File: src/source/holdGenPkg.sv
`default_nettype none

package holdGenPkg;

  // counter widths of the two delay timers
  localparam int HoldDelayWidth = 9;   // up to 511 cycles
  localparam int RazDelayWidth  = 10;  // up to 1023 cycles

  // hold trigger source, the three discriminators or the SMA input
  typedef enum logic [1:0] {
    trigDisc0    = 2'd0,
    trigDisc1    = 2'd1,
    trigDisc2    = 2'd2,
    trigExternal = 2'd3
  } trigSelT;

  // payload when regSel is 0
  typedef struct packed {
    logic                      holdEn;
    trigSelT                   trigSel;
    logic [HoldDelayWidth-1:0] holdDelay;
    logic [1:0]                pad;
  } holdFieldsT;

  // payload when regSel is 1
  typedef struct packed {
    logic                     razEn;
    logic [RazDelayWidth-1:0] razDelay;
    logic [2:0]               pad;
  } razFieldsT;

  // same 14 bits, read two ways depending on regSel
  typedef union packed {
    holdFieldsT hold;
    razFieldsT  raz;
  } cfgPayloadU;

  typedef struct packed {
    logic       regSel;   // 0 hold, 1 raz
    cfgPayloadU payload;
  } cfgWordT;

  // one record per accepted hold
  typedef struct packed {
    logic [7:0] eventSeq;  // wraps
    trigSelT    trigSrc;
    logic       lost;      // an older record was overwritten
    logic       spare;
  } eventRecT;

endpackage

`default_nettype wire

File: src/source/trigSync.sv
`timescale 1ns/10ps
`default_nettype none

module trigSync
  import holdGenPkg::*;
(
  input  wire logic    Clk,
  input  wire logic    reset_n,
  input  wire logic    trig0B,    // active low, async
  input  wire logic    trig1B,
  input  wire logic    trig2B,
  input  wire logic    extTrigB,
  input  wire trigSelT trigSel,
  output logic         selFall,   // one cycle per falling edge of the selected trigger
  output logic         allFall    // one cycle when any discriminator falls
);

  logic       selRaw;
  logic       allRaw;
  logic [1:0] selSync;  // [0] first stage
  logic [1:0] allSync;

  always_comb begin
    case (trigSel)
      trigDisc0: selRaw = trig0B;
      trigDisc1: selRaw = trig1B;
      trigDisc2: selRaw = trig2B;
      default:   selRaw = extTrigB;
    endcase
  end

  // low as soon as one discriminator fires
  assign allRaw = trig0B & trig1B & trig2B;

  // both chains idle high
  always_ff @(posedge Clk or negedge reset_n) begin
    if (!reset_n) begin
      selSync <= 2'b11;
      allSync <= 2'b11;
    end else begin
      selSync <= {selSync[0], selRaw};
      allSync <= {allSync[0], allRaw};
    end
  end

  // old value high, new value low
  assign selFall = selSync[1] & ~selSync[0];
  assign allFall = allSync[1] & ~allSync[0];

endmodule

`default_nettype wire

File: src/source/delayPulse.sv
`timescale 1ns/10ps
`default_nettype none

module delayPulse #(
  parameter int DelayWidth = 9,
  parameter int PulseWidth = 3200
) (
  input  wire logic                  Clk,
  input  wire logic                  reset_n,
  input  wire logic                  start,
  input  wire logic [DelayWidth-1:0] delay,
  output logic                       pulse,
  output logic                       busy
);

  // one counter serves both phases, sized for the longer one
  localparam int PulseCntWidth = $clog2(PulseWidth + 1);
  localparam int CntWidth = (DelayWidth > PulseCntWidth) ? DelayWidth : PulseCntWidth;

  typedef enum logic [1:0] {
    idle     = 2'd0,
    counting = 2'd1,
    pulsing  = 2'd2
  } stateT;

  stateT               state;
  logic [CntWidth-1:0] cnt;

  always_ff @(posedge Clk or negedge reset_n) begin
    if (!reset_n) begin
      state <= idle;
      cnt   <= '0;
      pulse <= 1'b0;
    end else begin
      case (state)
        idle: begin
          if (start)
            state <= counting;
        end
        counting: begin
          if (cnt < CntWidth'(delay)) begin
            cnt <= cnt + 1'b1;
          end else begin
            cnt   <= '0;
            pulse <= 1'b1;  // rises delay+1 edges after start
            state <= pulsing;
          end
        end
        pulsing: begin
          if (cnt < CntWidth'(PulseWidth)) begin
            cnt <= cnt + 1'b1;
          end else begin
            // high for PulseWidth+1 cycles in total
            cnt   <= '0;
            pulse <= 1'b0;
            state <= idle;
          end
        end
        default: state <= idle;
      endcase
    end
  end

  assign busy = (state != idle);

  // the controller must hold off starts while a pulse runs
  startWhileBusy: assert property (
    @(posedge Clk) disable iff (!reset_n) start |-> !busy
  ) else $error("delayPulse start while busy");

endmodule

`default_nettype wire

File: src/source/holdControl.sv
`timescale 1ns/10ps
`default_nettype none

module holdControl
  import holdGenPkg::*;
(
  input  wire logic                      Clk,
  input  wire logic                      reset_n,
  input  wire logic                      cfgValid,
  input  wire cfgWordT                   cfgWord,
  input  wire logic                      selFall,
  input  wire logic                      allFall,
  input  wire logic                      holdBusy,
  input  wire logic                      razBusy,
  input  wire logic                      evReady,
  output logic                           cfgReady,
  output trigSelT                        trigSel,
  output logic      [HoldDelayWidth-1:0] holdDelay,
  output logic      [RazDelayWidth-1:0]  razDelay,
  output logic                           holdStart,
  output logic                           razStart,
  output logic                           evValid,
  output eventRecT                       evRec
);

  logic       holdEn;
  logic       razEn;
  logic       cfgXfer;
  logic [7:0] seqCnt;     // next eventSeq to hand out
  logic       overwrite;  // pending record about to be replaced

  // no config change while a timer runs or is being started
  assign cfgReady = ~(holdBusy | razBusy | holdStart | razStart);
  assign cfgXfer  = cfgValid & cfgReady;

  // edges are dropped while disabled or busy
  assign holdStart = selFall & holdEn & ~holdBusy;
  assign razStart  = allFall & razEn & ~razBusy;

  always_ff @(posedge Clk or negedge reset_n) begin
    if (!reset_n) begin
      holdEn    <= 1'b0;
      razEn     <= 1'b0;
      trigSel   <= trigDisc0;
      holdDelay <= '0;
      razDelay  <= '0;
    end else if (cfgXfer) begin
      if (!cfgWord.regSel) begin
        // hold view of the payload
        holdEn    <= cfgWord.payload.hold.holdEn;
        trigSel   <= cfgWord.payload.hold.trigSel;
        holdDelay <= cfgWord.payload.hold.holdDelay;
      end else begin
        razEn    <= cfgWord.payload.raz.razEn;
        razDelay <= cfgWord.payload.raz.razDelay;
      end
    end
  end

  assign overwrite = evValid & ~evReady;

  // valid rises with the edge that samples holdStart
  always_ff @(posedge Clk or negedge reset_n) begin
    if (!reset_n) begin
      evValid <= 1'b0;
      seqCnt  <= '0;
    end else begin
      if (holdStart) begin
        evValid <= 1'b1;
        seqCnt  <= seqCnt + 1'b1;
      end else if (evReady) begin
        evValid <= 1'b0;
      end
    end
  end

  // a new hold always replaces a stalled record
  always_ff @(posedge Clk) begin
    if (holdStart) begin
      evRec.eventSeq <= seqCnt;
      evRec.trigSrc  <= trigSel;
      evRec.lost     <= overwrite;
      evRec.spare    <= 1'b0;
    end
  end

  // only an overwrite may change a stalled record, and it carries lost and the next number
  recStable: assert property (
    @(posedge Clk) disable iff (!reset_n)
    (evValid && !evReady) |=>
      ($stable(evRec) ||
       (evRec.lost && (evRec.eventSeq == $past(evRec.eventSeq) + 8'd1)))
  ) else $error("event record changed while stalled");

  noCfgAtStart: assert property (
    @(posedge Clk) disable iff (!reset_n) !(holdStart && cfgXfer)
  ) else $error("config accepted together with hold start");

endmodule

`default_nettype wire

File: src/source/holdGenTop.sv
`timescale 1ns/10ps
`default_nettype none

module holdGenTop
  import holdGenPkg::*;
#(
  parameter int HoldWidth = 3200,  // hold length in cycles, minus one
  parameter int RazWidth  = 16
) (
  input  wire logic    Clk,
  input  wire logic    reset_n,
  input  wire logic    trig0B,
  input  wire logic    trig1B,
  input  wire logic    trig2B,
  input  wire logic    extTrigB,
  input  wire logic    cfgValid,
  input  wire cfgWordT cfgWord,
  output logic         cfgReady,
  output logic         evValid,
  output eventRecT     evRec,
  input  wire logic    evReady,
  output logic         hold,
  output logic         singleRazEn
);

  trigSelT                   trigSel;
  logic                      selFall;
  logic                      allFall;
  logic                      holdStart;
  logic                      razStart;
  logic                      holdBusy;
  logic                      razBusy;
  logic [HoldDelayWidth-1:0] holdDelay;
  logic [RazDelayWidth-1:0]  razDelay;

  trigSync trigSync_i (
    .Clk      (Clk),
    .reset_n  (reset_n),
    .trig0B   (trig0B),
    .trig1B   (trig1B),
    .trig2B   (trig2B),
    .extTrigB (extTrigB),
    .trigSel  (trigSel),
    .selFall  (selFall),
    .allFall  (allFall)
  );

  holdControl holdControl_i (
    .Clk       (Clk),
    .reset_n   (reset_n),
    .cfgValid  (cfgValid),
    .cfgWord   (cfgWord),
    .selFall   (selFall),
    .allFall   (allFall),
    .holdBusy  (holdBusy),
    .razBusy   (razBusy),
    .evReady   (evReady),
    .cfgReady  (cfgReady),
    .trigSel   (trigSel),
    .holdDelay (holdDelay),
    .razDelay  (razDelay),
    .holdStart (holdStart),
    .razStart  (razStart),
    .evValid   (evValid),
    .evRec     (evRec)
  );

  // freezes the analogue sample
  delayPulse #(
    .DelayWidth (HoldDelayWidth),
    .PulseWidth (HoldWidth)
  ) holdTimer_i (
    .Clk     (Clk),
    .reset_n (reset_n),
    .start   (holdStart),
    .delay   (holdDelay),
    .pulse   (hold),
    .busy    (holdBusy)
  );

  delayPulse #(
    .DelayWidth (RazDelayWidth),
    .PulseWidth (RazWidth)
  ) razTimer_i (
    .Clk     (Clk),
    .reset_n (reset_n),
    .start   (razStart),
    .delay   (razDelay),
    .pulse   (singleRazEn),
    .busy    (razBusy)
  );

endmodule

`default_nettype wire

File: config.mk
export PLATFORM = sky130hd
export DESIGN_NAME = holdGenTop
export DESIGN_NICKNAME = d
export VERILOG_FILES = /design/src/source/holdGenPkg.sv /design/src/source/trigSync.sv /design/src/source/delayPulse.sv /design/src/source/holdControl.sv /design/src/source/holdGenTop.sv
export SDC_FILE = /design/constraint.sdc
export NUM_CORES = 1
export LEC_CHECK = 0
export BUFFER_PORTS_ARGS = -buffer_cell sky130_fd_sc_hd__buf_2
export CORE_MARGIN = 2
export CORE_UTILIZATION = 40
export CTS_BUF_LIST = sky130_fd_sc_hd__clkbuf_2 sky130_fd_sc_hd__clkbuf_4 sky130_fd_sc_hd__clkbuf_8
export DETAILED_ROUTE_END_ITERATION = 7
export GPL_TIMING_DRIVEN = 0
export PLACE_DENSITY_LB_ADDON = 0.15
export SLEW_MARGIN = 20
export SYNTH_ARGS = -nofsm -noshare
export SYNTH_HDL_FRONTEND = slang
export SYNTH_SLANG_ARGS = --single-unit
File: constraint.sdc
create_clock -name Clk -period 2.25 [get_ports Clk]
set_input_delay 0.225 -clock Clk [delete_from_list [all_inputs] [get_ports Clk]]
set_output_delay 0.225 -clock Clk [all_outputs]
set_load 0.01 [all_outputs]
# Word level (Yosys, flattened, before mapping)
# Cells that the tools add are included.
[word_totals] output_inout_bits=16 register_bits=75 word_cells=94
[classes] n_lt_le_gt_ge=4 n_eq_ne=12 muxes=23 n_reduce_logical=14 bitwise_logic=20 addsub=3
[op_table] cell="12-bit 2-to-1 mux" count=2
[op_table] cell="12-bit case mux with 2 select lines" count=1
[op_table] cell="10-bit 2-to-1 mux" count=2
[op_table] cell="10-bit case mux with 2 select lines" count=1
[op_table] cell="12-bit by 1-bit adder with 12-bit output (second input constant)" count=1
[op_table] cell="12-bit < comparator (second input constant)" count=1
[op_table] cell="12-bit by 9-bit < comparator with 1-bit output" count=1
[op_table] cell="2-bit 2-to-1 mux" count=6
[op_table] cell="2-bit inequality test (second input constant)" count=6
[op_table] cell="2-bit case mux with 3 select lines" count=2
[op_table] cell="3-bit AND reduction" count=4
[op_table] cell="10-bit by 1-bit adder with 10-bit output (second input constant)" count=1
[op_table] cell="1-bit bitwise AND" count=10
[op_table] cell="10-bit < comparator" count=1
[op_table] cell="10-bit by 5-bit < comparator with 1-bit output (second input constant)" count=1
[op_table] cell="2-bit nonzero test" count=5
[op_table] cell="8-bit by 1-bit adder with 8-bit output (second input constant)" count=1
[op_table] cell="1-bit inverter" count=7
[op_table] cell="2-bit by 1-bit == test with 1-bit output (second input constant)" count=3
[op_table] cell="2-bit == test (second input constant)" count=3
[op_table] cell="2-bit zero test" count=3
[op_table] cell="1-bit 2-to-1 mux" count=6
[op_table] cell="1-bit case mux with 2 select lines" count=2
[op_table] cell="2-bit AND reduction" count=2
[op_table] cell="other kinds (2)" count=4

# Logic depth before layout (Yosys ltp)
[logic_depth] ltp_word=9 ltp_mapped=8 mapped_depth_nobuf=7

# Modules after synthesis
# A second synthesis with hierarchy kept.
[hier_totals] cells_unflattened=321 area_unflattened_um2=3907.5
[by_module_without_submodules] module="holdControl" area_each_um2=1715.4 cells_per_inst=100 n_inst=1
[by_module_without_submodules] module="delayPulse (holdTimer_i)" area_each_um2=1074.8 cells_per_inst=110 n_inst=1
[by_module_without_submodules] module="delayPulse (razTimer_i)" area_each_um2=970.9 cells_per_inst=103 n_inst=1
[by_module_without_submodules] module="trigSync" area_each_um2=146.4 cells_per_inst=8 n_inst=1

# Worst setup path before layout
# No wires, ideal clock.
[synth_timing] path_type="register to register" startpoint="reg razTimer_i.cnt[4]" endpoint="reg razTimer_i.state[1]" path_stages_with_launch=7 setup_slack_ps=41 t_arrival_ps=2083 path_buffers=0 setup_time_ps=125 cell_sequence="dfrtp_1 > ha_1 > and3_1 > or3b_1 > o221a_2 > a221o_1 > mux2_4"
[synth_between] elab_chain_cells=3 word_cells_on_any_way=5
[synth_lines] item="from (decl)" line="delayPulse.sv:27" rtl="logic [CntWidth-1:0] cnt;"
[synth_lines] item="from (signal assigned)" line="delayPulse.sv:42" rtl="cnt <= cnt + 1'b1;"
[synth_lines] item="from (signal assigned)" line="delayPulse.sv:51" rtl="cnt <= cnt + 1'b1;"
[synth_lines] item="10-bit by 5-bit < comparator with 1-bit output / 10-bit < comparator (equally long branches)" line="delayPulse.sv:50, delayPulse.sv:41"
[synth_lines] item="2-bit inequality test (no source line)"
[synth_lines] item="3-bit AND reduction (no source line) (*)"
[synth_lines] item="to (signal assigned)" line="delayPulse.sv:46" rtl="state <= pulsing;"
[synth_lines] item="to (signal assigned)" line="delayPulse.sv:56" rtl="state <= idle;"
[synth_lines] item="to (signal assigned)" line="delayPulse.sv:59" rtl="default: state <= idle;"
[synth_lines] item="to (decl)" line="delayPulse.sv:26" rtl="stateT state;"
# Every way passes the cells marked *; elsewhere a longest branch is shown, timed or not.
# A chain may end at the register's enable or synchronous reset.

# Worst setup path after layout
[layout_timing] startpoint="reg razTimer_i.cnt[5]" endpoint="reg razTimer_i.state[1]"
# The elaborated chain is that of the path after synthesis.

==> out/metrics.yaml <==
status: "finished with violations"
violations: "negative setup slack"
hpwl_um: 5125
r2r_slack_ps: -10
grt_pass1_wl_um: 12070
grt.overflow.total: 0
fmaxAchievable_mhz: 441.9
drc: 0
synth-xor-area-share_pct: 4.099
slowest_stage: "dfrtp_2"
route.met2.wl_um: 3517
antenna_found_initial: 0
startpoint_type: "register"
ys_types: 46
timing.hold.ws_ps: 107.1
peakVddDrop_mv: 0.5428
numCtsBuffers: 9
io_pins: 39
clockBufferDepth: 2
p_sw_mw: 1.743
synthArstFlopShare_pct: 85.33
root_buffer: "clkbuf_8"
clock_latency_ps: 340
min_period_ps: 2263
grt_max_degree: 40
cts_tree: "yes"
drv_slew: 0
synth.area.mux_share_pct: 7.165
slew_headroom_pct: 57.81
yosys_register_bits: 75
synth_edf_count: 11
crit_cells: 6
antenna_left: 0
h-tree-depth: 3
gp_congestion: 0.8076
fin_ws_ps: -12.74
pwr-share-seq_pct: 42.1
avgSynthCellArea_sq_um: 11.14
synth_compound_area_share_pct: 7.441
fp.dieW_um: 99.29
via_count: 2503
placed_cell_area_sq_mm: 0.003968
initial_core_util_pct: 41.45
reg2reg_to: "razTimer_i.state[1]$_DFFE_PN0P_"
crit_type: "register to register"
die_area_sq_mm: 0.009859
drive_gt1_share_pct: 27.46
powerDensity_mw_per_mm2: 1142
wl_met3_um: 181
reg2regPathDepth: 6
rsz0062_at_grt: "yes"
cpPeakStageDelay_ps: 440
wl_per_cell_um: 14.19
synthSimpleGateAreaFrac_pct: 15.29
comb_power_share_pct: 36.9
top_layer: "met4"
clkTransAtPathRegs_ps: 80
startpoint: "razTimer_i.cnt[5]$_DFFE_PN0P_"
nNetsFinal: 430
syn_nets: 375
internal_power_mw: 3.199
drt_iter0_drc: 70
endpoint: "razTimer_i.state[1]$_DFFE_PN0P_"
cap_violations: 0
synth_top_family_by_area: "simple AND/OR/NAND/NOR gates"
p_total_mw: 4.941
synth-adder-area-share_pct: 8.956
cp.arrival_ps: 2500
timing.final.crit_share_pct: 100.6
first_pass_iters: 4
swShare_pct: 35.27
ys.flop_type: "dfrtp_1"
final_util_pct: 49.39
hold_violations: 0
routedLengthMet1_um: 3173
critPathMaxFanout: 4
portBuffers: 35
cp_num_buf_inv: 0
critPathRequiredTime_ps: 2480
cp_top_family: "compound AO/OA/AOI/OAI gates"
end_kind: "register"
fin_area_sq_mm: 0.004328
grt_usage_pct: 15.63
rows: 34
die_h_um: 99.29
syn_area_sq_mm: 0.003632
setup_violations: 1
wl_um: 7011
holdCritPathClass: "primary input to register"
skew_ps: 6.290
tightest_slew_ps: 627.0
synthCells: 326
dp_slack_ps: -220.3
yosysSeqAreaShare_pct: 53.32
viasPerCell: 5.067
power.leakage_nw: 2.014
cts_sinks: 75
syn_to_final_growth_pct: 19.15
grt_pass1_vias: 2539
coreArea_sq_mm: 0.008763
yosysWarnings: 0
path_cells: "ha_4, and3_4, or3b_4, o221a_4, a221o_1, mux2_4"
timing.rr.start: "razTimer_i.cnt[5]$_DFFE_PN0P_"
clockPowerShare_pct: 21.0
antennaDiodeCount: 0
power groups by stage:
| stage | clock network [mW] | registers (mW) | logic, mW |
|---|---|---|---|
| 3_5_place_dp | 0 | 2.12 | 1.69 |
| 3_3_place_gp | 0 | 2.11 | 1.63 |
| 5_1_grt | 1.14 | 2.15 | 2.08 |
| 2_1_floorplan | 0 | 2.08 | 1.24 |
| 6_report | 1.04 | 2.08 | 1.82 |
| 4_1_cts | 1.08 | 2.09 | 1.79 |
cell type report:
type,count,area (sq um)
clock buffers,10,137.6
flip-flops and latches,75,1942
well taps,108,135.1
repair buffers,45,267.8
inverters,27,101.3
multi-input cells,217,1652
clock inverters,6,65.06
fillers,806,4436
plain buffers,6,27.53
registers in the layout, summed over array words and instances (netlist names), 2 cells and up:
signal,count
holdTimer_i.cnt,12
razTimer_i.cnt,10
holdControl_i.evRec,11
holdControl_i.holdDelay,9
trigSync_i.allSync,2
holdTimer_i.state,2
holdControl_i.razDelay,10
trigSync_i.selSync,2
razTimer_i.state,2
holdControl_i.seqCnt,8
holdControl_i.trigSel,2
metal layers:
metal / vias up / global-route usage, %
li1: 1255 / -
met1: 1212 / 19.74
met2: 25 / 25.94
met3: 11 / 3.865
met4: 0 / 6.112
met5: - / 0
metrics by stage:
| step | setup TNS [ps] | std cells |
|---|---|---|
| floorplan | 0 | 326 |
| CTS | -122.5 | 495 |
| finish | -12.74 | 494 |
| global placement | -1843 | 469 |
| detailed placement | -1736 | 470 |
| global route | -39.93 | 494 |
kinds of logic after synthesis:
family,after synthesis
flops,75
other cells,1
fa+ha+maj,26
simple gates,107
mux,22
buf+inv,34
xor+xnor,17
compound gates,44
worst min-delay path by stage:
| stage | cells after the start | from | to |
|---|---|---|---|
| floorplan | 0 | reset_n | holdControl_i.evValid$_DFFE_PN0P_ |
| global placement | 0 | trigSync_i.selSync[0]$_DFF_PN1_ | trigSync_i.selSync[1]$_DFF_PN1_ |
| detailed placement | 1 | reset_n | razTimer_i.cnt[3]$_DFFE_PN0P_ |
| CTS | 3 | cfgWord[4] | holdControl_i.holdDelay[2]$_DFFE_PN0P_ |
| global route | 2 | cfgWord[2] | holdControl_i.holdDelay[0]$_DFFE_PN0P_ |
| finish | 3 | cfgWord[4] | holdControl_i.holdDelay[2]$_DFFE_PN0P_ |
worst min-delay path, delay by kind of cell:
family / cells / cell delay [ps]
buf+inv: 1 / 90
compound gates: 1 / 60
simple gates: 1 / 40
cell usage after synthesis, types with 2 or more instances:
master,number,share of area [%]
nor3_1,8,1.1
xor2_1,5,1.2
and3_1,13,2.2
inv_1,27,2.8
nor2_1,22,2.3
a21o_1,3,0.62
o21a_1,2,0.41
ha_1,26,9.0
mux2i_1,2,0.55
nand2b_1,7,1.2
edfxtp_1,11,9.1
nand3b_1,2,0.41
o22ai_1,2,0.34
clkbuf_1,6,0.62
and4_1,2,0.48
nand4_1,4,0.69
or4_1,3,0.62
or2_2,3,0.52
nand3_1,15,2.1
a21oi_1,14,1.9
xnor2_1,12,2.9
dfrtp_1,60,41
nand2_1,22,2.3
mux2_2,18,5.6
o21ai_0,13,1.8
dfstp_2,4,2.9
timing repair:
action	CTS	global route
pin swaps	7	3
endpoints found under the hold margin	21	0
hold buffers	1	0
endpoints found under the setup margin	20	21
buffers inserted	8	0
gates resized for setup	10	10
layout by cell type (no fill, tap or decap), types with 2 or more instances in the layout:
cell | Yosys | routed
ha_4 | 0 | 3
inv_1 | 27 | 27
clkbuf_8 | 0 | 10
mux2_4 | 1 | 2
xor2_1 | 5 | 5
nor3_1 | 8 | 8
o21ai_0 | 13 | 13
nand3b_1 | 2 | 2
or2_2 | 3 | 3
dfstp_2 | 4 | 4
a21oi_2 | 1 | 3
a21oi_1 | 14 | 11
clkinvlp_4 | 0 | 4
nand2_1 | 22 | 22
and4_1 | 2 | 2
mux2_2 | 18 | 17
edfxtp_1 | 11 | 11
nand2b_1 | 7 | 7
and3_1 | 13 | 12
dfrtp_2 | 0 | 4
ha_1 | 26 | 23
buf_4 | 1 | 10
mux2i_1 | 2 | 2
clkbuf_1 | 6 | 4
or4_1 | 3 | 2
a21o_1 | 3 | 3
nand4_1 | 4 | 4
dfrtp_1 | 60 | 56
nor2_1 | 22 | 21
o22ai_1 | 2 | 2
buf_2 | 0 | 34
o21a_1 | 2 | 2
xnor2_1 | 12 | 12
nand3_1 | 15 | 15
Power figures use the tool's default switching activity.
